### src/verilog/rf_ecc_pkg.sv
package rf_ecc_pkg;

  //////////////////////////////////////////////////////////////////////
  // Widths
  //////////////////////////////////////////////////////////////////////

  // Data bits per register
  localparam int DATA_WIDTH = 32;
  // Six Hamming bits plus one overall parity bit
  localparam int ECC_WIDTH  = 7;
  // Enough for x0..x31
  localparam int ADDR_WIDTH = 5;

  //////////////////////////////////////////////////////////////////////
  // Types
  //////////////////////////////////////////////////////////////////////

  typedef logic [ADDR_WIDTH-1:0] rf_addr_t;
  typedef logic [DATA_WIDTH-1:0] rf_data_t;
  typedef logic [ECC_WIDTH-1:0]  rf_ecc_t;

  // Stored word, data in [31:0], check bits in [38:32]
  typedef logic [DATA_WIDTH+ECC_WIDTH-1:0] rf_cword_t;

  //////////////////////////////////////////////////////////////////////
  // Parity masks
  //////////////////////////////////////////////////////////////////////

  // Data bit d sits at the d-th non power of two Hamming position
  // Mask i picks data bits whose position has bit i set
  // Mask 6 is the overall parity, the encoder adds check bits 0..5
  localparam logic [ECC_WIDTH-1:0][DATA_WIDTH-1:0] ECC_MASKS = {
    32'hFFFF_FFFF,  // 6
    32'hFC00_0000,  // 5
    32'h03FF_F800,  // 4
    32'h03FC_07F0,  // 3
    32'hE3C3_C78E,  // 2
    32'h9B33_366D,  // 1
    32'h56AA_AD5B   // 0
  };

endpackage

### src/verilog/rf_alert.sv
`timescale 1ns/1ps

module rf_alert (
  input  logic clk,
  input  logic rst_n_i,

  // Read errors, already gated by read enable
  input  logic err_a_i,
  input  logic err_b_i,

  // Major security alert
  output logic alert_major_o
);

  // Error on either port this cycle
  logic err_any;

  //////////////////////////////////////////////////////////////////////
  // Combine
  //////////////////////////////////////////////////////////////////////

  assign err_any = err_a_i | err_b_i;

  //////////////////////////////////////////////////////////////////////
  // Alert flop
  //////////////////////////////////////////////////////////////////////

  // One cycle after the bad read
  // Registered so the alert never glitches
  always_ff @(posedge clk) begin
    if (!rst_n_i) begin
      alert_major_o <= 1'b0;
    end else begin
      // High for exactly one cycle per bad read cycle
      alert_major_o <= err_any;
    end
  end

endmodule

### src/verilog/rf_ecc_encoder.sv
`timescale 1ns/1ps

module rf_ecc_encoder (
  // Raw data word
  input  rf_ecc_pkg::rf_data_t data_i,
  // Check bits for it
  output rf_ecc_pkg::rf_ecc_t  ecc_o
);

  // Hamming part, one bit per position bit
  logic [rf_ecc_pkg::ECC_WIDTH-2:0] hamming;
  // Parity over data only
  logic                             data_parity;
  // Parity over the Hamming bits
  logic                             hamming_parity;

  //////////////////////////////////////////////////////////////////////
  // Hamming check bits
  //////////////////////////////////////////////////////////////////////

  always_comb begin
    for (int i = 0; i < rf_ecc_pkg::ECC_WIDTH - 1; i++) begin
      // XOR of the masked data bits
      hamming[i] = ^(data_i & rf_ecc_pkg::ECC_MASKS[i]);
    end
  end

  //////////////////////////////////////////////////////////////////////
  // Overall parity
  //////////////////////////////////////////////////////////////////////

  // Mask 6 covers every data bit
  assign data_parity    = ^(data_i & rf_ecc_pkg::ECC_MASKS[rf_ecc_pkg::ECC_WIDTH-1]);
  assign hamming_parity = ^hamming;

  // Even parity over the whole code word
  // Zero data gives zero check bits
  assign ecc_o = {data_parity ^ hamming_parity, hamming};

endmodule

### src/verilog/rf_ecc_read_checker.sv
`timescale 1ns/1ps

module rf_ecc_read_checker (
  // Code word from the array
  input  rf_ecc_pkg::rf_cword_t cword_i,

  // Data, not corrected
  output rf_ecc_pkg::rf_data_t  rdata_o,

  // Any syndrome bit set
  output logic                  err_o
);

  // Fields of the code word
  rf_ecc_pkg::rf_data_t stored_data;
  rf_ecc_pkg::rf_ecc_t  stored_ecc;

  // Check bits recomputed from the data
  rf_ecc_pkg::rf_ecc_t  calc_ecc;

  // Difference between the two
  rf_ecc_pkg::rf_ecc_t  syndrome;

  //////////////////////////////////////////////////////////////////////
  // Split
  //////////////////////////////////////////////////////////////////////

  // Data low, check bits above
  assign stored_data = cword_i[rf_ecc_pkg::DATA_WIDTH-1:0];
  assign stored_ecc  = cword_i[rf_ecc_pkg::DATA_WIDTH +: rf_ecc_pkg::ECC_WIDTH];

  //////////////////////////////////////////////////////////////////////
  // Recompute and compare
  //////////////////////////////////////////////////////////////////////

  rf_ecc_encoder enc0 (
    .data_i ( stored_data ),
    .ecc_o  ( calc_ecc    )
  );

  assign syndrome = calc_ecc ^ stored_ecc;

  // Distance 4 code
  // One, two or three flipped bits never give a zero syndrome
  assign err_o = |syndrome;

  // Pass through, detection only
  assign rdata_o = stored_data;

endmodule

### src/verilog/rf_ecc_storage.sv
`timescale 1ns/1ps

module rf_ecc_storage #(
  // 32 for RV32I, 16 for RV32E
  parameter int NUM_REGS = 32
) (
  input  logic                   clk,
  input  logic                   rst_n_i,

  // Write port
  input  logic                   we_i,
  input  rf_ecc_pkg::rf_addr_t   waddr_i,
  input  rf_ecc_pkg::rf_cword_t  wcword_i,

  // Read port A
  input  rf_ecc_pkg::rf_addr_t   raddr_a_i,
  output rf_ecc_pkg::rf_cword_t  rcword_a_o,

  // Read port B
  input  rf_ecc_pkg::rf_addr_t   raddr_b_i,
  output rf_ecc_pkg::rf_cword_t  rcword_b_o
);

  // x1 and up, x0 has no storage
  rf_ecc_pkg::rf_cword_t mem [1:NUM_REGS-1];

  // Address decode
  logic wr_valid;
  logic rd_valid_a;
  logic rd_valid_b;

  //////////////////////////////////////////////////////////////////////
  // Address checks
  //////////////////////////////////////////////////////////////////////

  // Drop x0 and anything past the last register
  assign wr_valid   = we_i && (waddr_i != '0) && (int'(waddr_i) < NUM_REGS);

  // Same test on the read side
  assign rd_valid_a = (raddr_a_i != '0) && (int'(raddr_a_i) < NUM_REGS);
  assign rd_valid_b = (raddr_b_i != '0) && (int'(raddr_b_i) < NUM_REGS);

  //////////////////////////////////////////////////////////////////////
  // Register array
  //////////////////////////////////////////////////////////////////////

  always_ff @(posedge clk) begin
    if (!rst_n_i) begin
      // All zero is a valid code word
      for (int r = 1; r < NUM_REGS; r++) begin
        mem[r] <= '0;
      end
    end else if (wr_valid) begin
      // Lands at the next edge
      mem[waddr_i] <= wcword_i;
    end
  end

  //////////////////////////////////////////////////////////////////////
  // Read ports
  //////////////////////////////////////////////////////////////////////

  // Straight from the array, no write bypass
  // x0 reads as the zero code word
  assign rcword_a_o = rd_valid_a ? mem[raddr_a_i] : '0;
  assign rcword_b_o = rd_valid_b ? mem[raddr_b_i] : '0;

endmodule

### src/verilog/rf_ecc_top.sv
`timescale 1ns/1ps

module rf_ecc_top #(
  // Register count, 16 gives RV32E
  parameter int NUM_REGS = 32
) (
  input  logic                 clk,
  input  logic                 rst_n_i,

  // Write port
  input  logic                 we_i,
  input  rf_ecc_pkg::rf_addr_t waddr_i,
  input  rf_ecc_pkg::rf_data_t wdata_i,

  // Read port A
  input  logic                 re_a_i,
  input  rf_ecc_pkg::rf_addr_t raddr_a_i,
  output rf_ecc_pkg::rf_data_t rdata_a_o,

  // Read port B
  input  logic                 re_b_i,
  input  rf_ecc_pkg::rf_addr_t raddr_b_i,
  output rf_ecc_pkg::rf_data_t rdata_b_o,

  // Security alert
  output logic                 alert_major_o
);

  // Write path
  rf_ecc_pkg::rf_ecc_t   wecc;
  rf_ecc_pkg::rf_cword_t wcword;

  // Read path
  rf_ecc_pkg::rf_cword_t rcword_a;
  rf_ecc_pkg::rf_cword_t rcword_b;

  // Raw checker flags
  logic                  ecc_err_a;
  logic                  ecc_err_b;

  // Only reads that are used count
  logic                  err_a_gated;
  logic                  err_b_gated;

  //////////////////////////////////////////////////////////////////////
  // Write encode
  //////////////////////////////////////////////////////////////////////

  rf_ecc_encoder enc0 (
    .data_i ( wdata_i ),
    .ecc_o  ( wecc    )
  );

  // Check bits on top of data
  assign wcword = {wecc, wdata_i};

  //////////////////////////////////////////////////////////////////////
  // Storage
  //////////////////////////////////////////////////////////////////////

  rf_ecc_storage #(
    .NUM_REGS ( NUM_REGS )
  ) storage0 (
    .clk        ( clk       ),
    .rst_n_i    ( rst_n_i   ),
    .we_i       ( we_i      ),
    .waddr_i    ( waddr_i   ),
    .wcword_i   ( wcword    ),
    .raddr_a_i  ( raddr_a_i ),
    .rcword_a_o ( rcword_a  ),
    .raddr_b_i  ( raddr_b_i ),
    .rcword_b_o ( rcword_b  )
  );

  //////////////////////////////////////////////////////////////////////
  // Read checks
  //////////////////////////////////////////////////////////////////////

  // Both ports checked side by side
  rf_ecc_read_checker chk_a (
    .cword_i ( rcword_a  ),
    .rdata_o ( rdata_a_o ),
    .err_o   ( ecc_err_a )
  );

  rf_ecc_read_checker chk_b (
    .cword_i ( rcword_b  ),
    .rdata_o ( rdata_b_o ),
    .err_o   ( ecc_err_b )
  );

  // Idle port reads are ignored
  assign err_a_gated = ecc_err_a & re_a_i;
  assign err_b_gated = ecc_err_b & re_b_i;

  //////////////////////////////////////////////////////////////////////
  // Alert
  //////////////////////////////////////////////////////////////////////

  rf_alert alert0 (
    .clk           ( clk           ),
    .rst_n_i       ( rst_n_i       ),
    .err_a_i       ( err_a_gated   ),
    .err_b_i       ( err_b_gated   ),
    .alert_major_o ( alert_major_o )
  );

endmodule
### config.mk
export PLATFORM = sky130hd
export DESIGN_NAME = rf_ecc_top
export DESIGN_NICKNAME = d
export VERILOG_FILES = /design/src/verilog/rf_ecc_pkg.sv /design/src/verilog/rf_alert.sv /design/src/verilog/rf_ecc_encoder.sv /design/src/verilog/rf_ecc_read_checker.sv /design/src/verilog/rf_ecc_storage.sv /design/src/verilog/rf_ecc_top.sv
export SDC_FILE = /design/constraint.sdc
export NUM_CORES = 2
export LEC_CHECK = 0
export ABC_AREA = 1
export BUFFER_PORTS_ARGS = -buffer_cell sky130_fd_sc_hd__clkbuf_2
export CORE_ASPECT_RATIO = 1.5
export CORE_MARGIN = 8
export CORE_UTILIZATION = 40
export CTS_CLUSTER_SIZE = 8
export DETAILED_ROUTE_END_ITERATION = 7
export PLACE_DENSITY = 0.61
export SLEW_MARGIN = 10
export SYNTH_ARGS = -nofsm -noshare
export SYNTH_HDL_FRONTEND = slang
export SYNTH_SLANG_ARGS = --single-unit
### constraint.sdc
create_clock -name clk -period 3.5 [get_ports clk]
set_input_delay 0.175 -clock clk [delete_from_list [all_inputs] [get_ports clk]]
set_output_delay 0.175 -clock clk [all_outputs]
set_load 0.05 [all_outputs]
* After elaboration in Yosys (flattened, before gate mapping)
Memories as Yosys holds them, arrays and structs flattened. Cells that the tools add are included.
Storage, ports and cells: register bits after elaboration 1, bits in writable memories 1209, output and inout port bits 65, word-level logic and storage cells 50, memories kept 1
Memory list:
- storage0.mem | depth 31, width 39, read ports 2, clocked after Yosys merged registers in 0, write ports 31, line rf_ecc_storage.sv:25 | rf_ecc_pkg::rf_cword_t mem [1:NUM_REGS-1];
Cells by class: mux-type cells 9, bitwise logic cells 8, reductions and logical operators 31
Operators by type and width (number):
- $reduce_xor A32 Y1 | 21
- $mux W39 | 3
- $reduce_or A39 Y1 | 1
- $reduce_xor A6 Y1 | 3
- $reduce_bool A5 Y1 | 3
- $reduce_or A7 Y1 | 2
- $xor A7 B7 Y7 | 2
- $mux W1 | 5
- $mux W5 | 1
- $xor A1 B1 Y1 | 3
- $and A1 B1 Y1 | 2
- $logic_and A1 B1 Y1 | 1
- $or A1 B1 Y1 | 1

* Longest topological paths before layout
depth in word-level cells 9, mapped depth 31, gate-level depth less buffers 28

* Cells and area by module
From an unflattened synthesis, not the netlist that was laid out.
Unflattened totals: cell total of the unflattened synthesis 9934, area total of the unflattened synthesis 74418.9 sq um
By module, submodules not included:
- rf_ecc_storage | instances 1, cells an instance 8815, area each 68917.3 sq um, sequential area each 37475.9 sq um
- rf_ecc_encoder | instances 3, cells an instance 335, area each 1589.0 sq um, sequential area each 0.0 sq um
- rf_ecc_read_checker | instances 2, cells an instance 53, area each 344.1 sq um, sequential area each 0.0 sq um
- rf_alert | instances 1, cells an instance 4, area each 31.3 sq um, sequential area each 20.0 sq um
- rf_ecc_top | instances 1, cells an instance 4, area each 15.0 sq um, sequential area each 0.0 sq um

* Least setup slack after synthesis
No wires, ideal clock.
kind input port to flip-flop, from input port raddr_a_i[0], to register alert0.alert_major_o, setup time 114 ps, arrival 3054 ps, data required time 3386 ps, setup slack 332 ps, cell stages on the path 27, cells stage by stage buf_4 -> inv_4 -> buf_4 -> buf_2 -> nand2_1 -> nand3_1 -> nand3_1 -> nand2_1 -> nand2_1 -> nand3_1 -> nand2_1 -> nor2_1 -> nand3_1 -> nand2_1 -> nand3_1 -> nand2_1 -> nand2_1 -> nand2_1 -> inv_1 -> nand2_1 -> nand2_1 -> nand3_1 -> nand2_1 -> nand2_1 -> nand3_1 -> nand2_1 -> a21oi_2
Between the ends: word-level cells in the longest chain between the ends 9, elaborated cells on any way between the ends 16, those cells by class mux (1); bitwise (4); reduce/logical (10); memory (1)
Ends and longest elaborated chain:
- start: declaration | line rf_ecc_top.sv:17 | input rf_ecc_pkg::rf_addr_t raddr_a_i,
- $mem_v2 Z31 W39 or $reduce_bool A5 Y1 (tied branches)
- $mux W39 * | line rf_ecc_storage.sv:65 | assign rcword_a_o = rd_valid_a ? mem[raddr_a_i] : '0;
- named net rdata_a_o[8] | line rf_ecc_top.sv:18 | output rf_ecc_pkg::rf_data_t rdata_a_o,
- $reduce_xor A32 Y1 | line rf_ecc_encoder.sv:24 | hamming[i] = ^(data_i & rf_ecc_pkg::ECC_MASKS[i]);
- $reduce_xor A6 Y1 | line rf_ecc_encoder.sv:34 | assign hamming_parity = ^hamming;
- $xor A1 B1 Y1 | line rf_ecc_encoder.sv:38 | assign ecc_o = {data_parity ^ hamming_parity, hamming};
- $xor A7 B7 Y7 * | line rf_ecc_read_checker.sv:41 | assign syndrome = calc_ecc ^ stored_ecc;
- $reduce_or A7 Y1 * | line rf_ecc_read_checker.sv:45 | assign err_o = |syndrome;
- $and A1 B1 Y1 * | line rf_ecc_top.sv:93 | assign err_a_gated = ecc_err_a & re_a_i;
- $or A1 B1 Y1 * | line rf_alert.sv:22 | assign err_any = err_a_i | err_b_i;
- end signal: assignment | line rf_alert.sv:35 | alert_major_o <= err_any;
- end: declaration | line rf_alert.sv:12 | output logic alert_major_o
The timed path passes the listed nets; every way through them passes the cells marked *. A chain may end at the register's enable or synchronous reset.

==> flow_metrics.env <==
export IMPL_ys_seq_elements=1249
export IMPL_synth_top_family_by_area="simple AND/OR/NAND/NOR gates"
export IMPL_grt_pass1_wl_um=519000
export IMPL_io_buffers=116
export IMPL_tns_ps=0
export IMPL_clock_sinks=1249
export IMPL_violations="design-rule violations"
export IMPL_clk_latency_ps=840
export IMPL_grt_pass1_vias=72100
export IMPL_die_w_um=367
export IMPL_hpwl_um=234000
export IMPL_setup_violations=0
export IMPL_synth_compound_area_share_pct=5.42
export IMPL_layout_drive_gt1_share_pct=12.8
export IMPL_status="finished with violations"
export IMPL_fin_ws_ps=229
export IMPL_mostFrequentLayoutCells="nand2_1 (2968), nor2_1 (1937), nand3_1 (1378)"
export IMPL_synth_edff_count=1248
export IMPL_cts_root_buf="clkbuf_16"
export IMPL_num_vias=76400
export IMPL_synth_ff_type="edfxtp_1"
export IMPL_drc_errors=1
export IMPL_cpPeakStageDelay_ps=350
export IMPL_cp_common_cell="nand2_1"
export IMPL_globalRouteTotalUtil_pct=36.1
export IMPL_power_static_leakage_uw=0.0384
export IMPL_core_um2=184000
export IMPL_synth_cell_types=47
export IMPL_startpoint_type="flip-flop"
export IMPL_rows=193
export IMPL_path_max_fanout=3
export IMPL_slew_headroom_pct=13.4
export IMPL_cts_buffer_depth=4
export IMPL_postSynthAreaPerCell_um2=7.64
export IMPL_async_reset_ff_share_pct=0
export IMPL_total_power_uw=45600
export IMPL_cp_arrival_ps=4050
export IMPL_critical_path_slowest_cell="edfxtp_1"
export IMPL_fmax_mhz=306
export IMPL_cts_buffers=182
export IMPL_path_clk_slew_ps=50
export IMPL_hold_path_class="primary input to flip-flop"
export IMPL_ir_drop_v=0.000938
export IMPL_synth_area_um2=73900
export IMPL_vias_per_cell=6.10
export IMPL_place_congestion=0.973
export IMPL_seq_area_frac_synth_pct=50.8
export IMPL_end_kind="flip-flop"
export IMPL_tightestPinTransition_ps=1300
export IMPL_num_fill_cells=17500
export IMPL_firstDrtPassIters=8
export IMPL_ioPinCount=117
export IMPL_die_area_um2=199000
export IMPL_synth_xor_area_share_pct=1.09
export IMPL_post_cts_buffers=0
export IMPL_syn_instance_count=9671
export IMPL_path_class="flip-flop to flip-flop"
export IMPL_ys_warn_count=0
export IMPL_grt_max_degree=58
export IMPL_cp_required_ps=4280
export IMPL_rsz0062_at_grt="no"
export IMPL_wl_um=376000
export IMPL_hold_violations=0
export IMPL_grt_ovfl_total=0
export IMPL_synth_adder_area_share_pct=0
export IMPL_htree_levels=4
export IMPL_post_route_cell_area_um2=88700
export IMPL_min_period_ps=3270
export IMPL_hold_slack_ps=81.2
export IMPL_ant_nets=0
export IMPL_powerDensity_nw_per_um2=514
export IMPL_nets=10100
export IMPL_synthSimpleGateAreaFrac_pct=35.6
export IMPL_floorplan_initialDensity_pct=40.2
export IMPL_layout_commonest_cell="nand2_1"
export IMPL_slew_violations=0
export IMPL_drt_iter0_drc=12800
export IMPL_cap_violations=0
export IMPL_place_ws_ps=-480
export IMPL_die_height_um=542
export IMPL_dpl_instance_area_um2=83500
export IMPL_fin_skew_ps=32.4
export IMPL_areaGrowthSynthToFinish_pct=20.0
export IMPL_fin_crit_sh_pct=93.5
export IMPL_antenna_found_initial=13
export IMPL_wl_per_cell_um=30.0
export IMPL_synthMuxAreaShare_pct=0.0406
export IMPL_tritoncts="done"
[logic make-up (layout without fill, tap and decap cells)]
kind of cell,count (synthesis),after routing
multiplexers,3,3
other,1,45
AND/OR/NAND/NOR,6475,6475
flip-flops,1249,1249
XOR/XNOR,90,90
buffers and inverters,1144,1511
AO/OA/AOI/OAI,709,709
[power breakdown]
part	leakage (µW)	internal [µW]	switching, µW	total, µW
combinational	0.0242	3830	8080	11900
sequential	0.0119	17400	480	17900
clock	0.00231	9250	6570	15800
total	0.0384	30500	15100	45600
[cell type report]
| type | instances | area [µm²] | area share, % |
|---|---|---|---|
| repair buffers | 951 | 10200 | 11.5 |
| well taps | 2437 | 3050 | 3.44 |
| diodes | 6 | 15.0 | 0.0169 |
| inverters | 361 | 1420 | 1.60 |
| clock inverters | 3 | 40.0 | 0.0452 |
| multi-input cells | 7316 | 31800 | 35.8 |
| flip-flops and latches | 1249 | 37500 | 42.3 |
| clock buffers | 196 | 4670 | 5.27 |
[flip-flops by register name, indices dropped and copies added, names as in the netlist]
name	flops
storage0.mem	1248
alert0.alert_major_o	1
[synth_stat cells, types with 37 or more instances]
| master | number | share of area (%) |
|---|---|---|
| a21oi_1 | 94 | 0.64 |
| buf_1 | 52 | 0.26 |
| buf_2 | 274 | 1.9 |
| buf_4 | 92 | 0.93 |
| clkbuf_1 | 335 | 1.7 |
| edfxtp_1 | 1248 | 51 |
| inv_1 | 346 | 1.8 |
| nand2_1 | 3042 | 15 |
| nand3_1 | 1387 | 9.4 |
| nor2_1 | 1943 | 9.9 |
| o211ai_1 | 63 | 0.64 |
| o21ai_0 | 381 | 2.6 |
| o21ai_1 | 63 | 0.43 |
| o221ai_1 | 56 | 0.66 |
| o22ai_1 | 37 | 0.31 |
| xnor2_1 | 47 | 0.56 |
| xor2_1 | 41 | 0.49 |
[what timing repair did]
item,in CTS,in global routing
endpoints found under the setup margin,1,1
gates resized for setup,1,29
pin swaps,0,1
cloned,0,0
hold buffers,34,0
endpoints found under the hold margin,36,0
[path summary, 6_finish.rpt]
check | startpoint | end | slack [ps] | cells past startpoint
max reg2reg | storage0.mem[27][20] | alert0.alert_major_o | 230 | 26
max | storage0.mem[27][20] | alert0.alert_major_o | 230 | 26
min reg2reg | storage0.mem[4][34] | alert0.alert_major_o | 1580 | 12
min | rst_n_i | alert0.alert_major_o | 80 | 4
[per-stage QoR]
stage | cells | utilization (%)
floorplan | 9709 | -
global placement | 12300 | 45.4
detailed placement | 12300 | 45.4
CTS | 12500 | 48.1
global route | 12500 | 48.2
finish | 12500 | 48.2
[critical path: cells and delay by family (launching register included)]
kind | cells | cell delay [ps]
AO/OA/AOI/OAI | 1 | 100
AND/OR/NAND/NOR | 22 | 2290
buffers and inverters | 3 | 430
flip-flops | 1 | 350
[per-layer routing]
metal | part of all wire [%] | up-vias | GRT usage, %
met5 | 0.0072 | - | 0
met4 | 11 | 4 | 31.3
met3 | 13 | 1697 | 8.06
met2 | 43 | 6289 | 54.9
met1 | 34 | 36000 | 43.1
li1 | - | 32400 | -
Note: power is estimated with default switching activity, not from simulation.
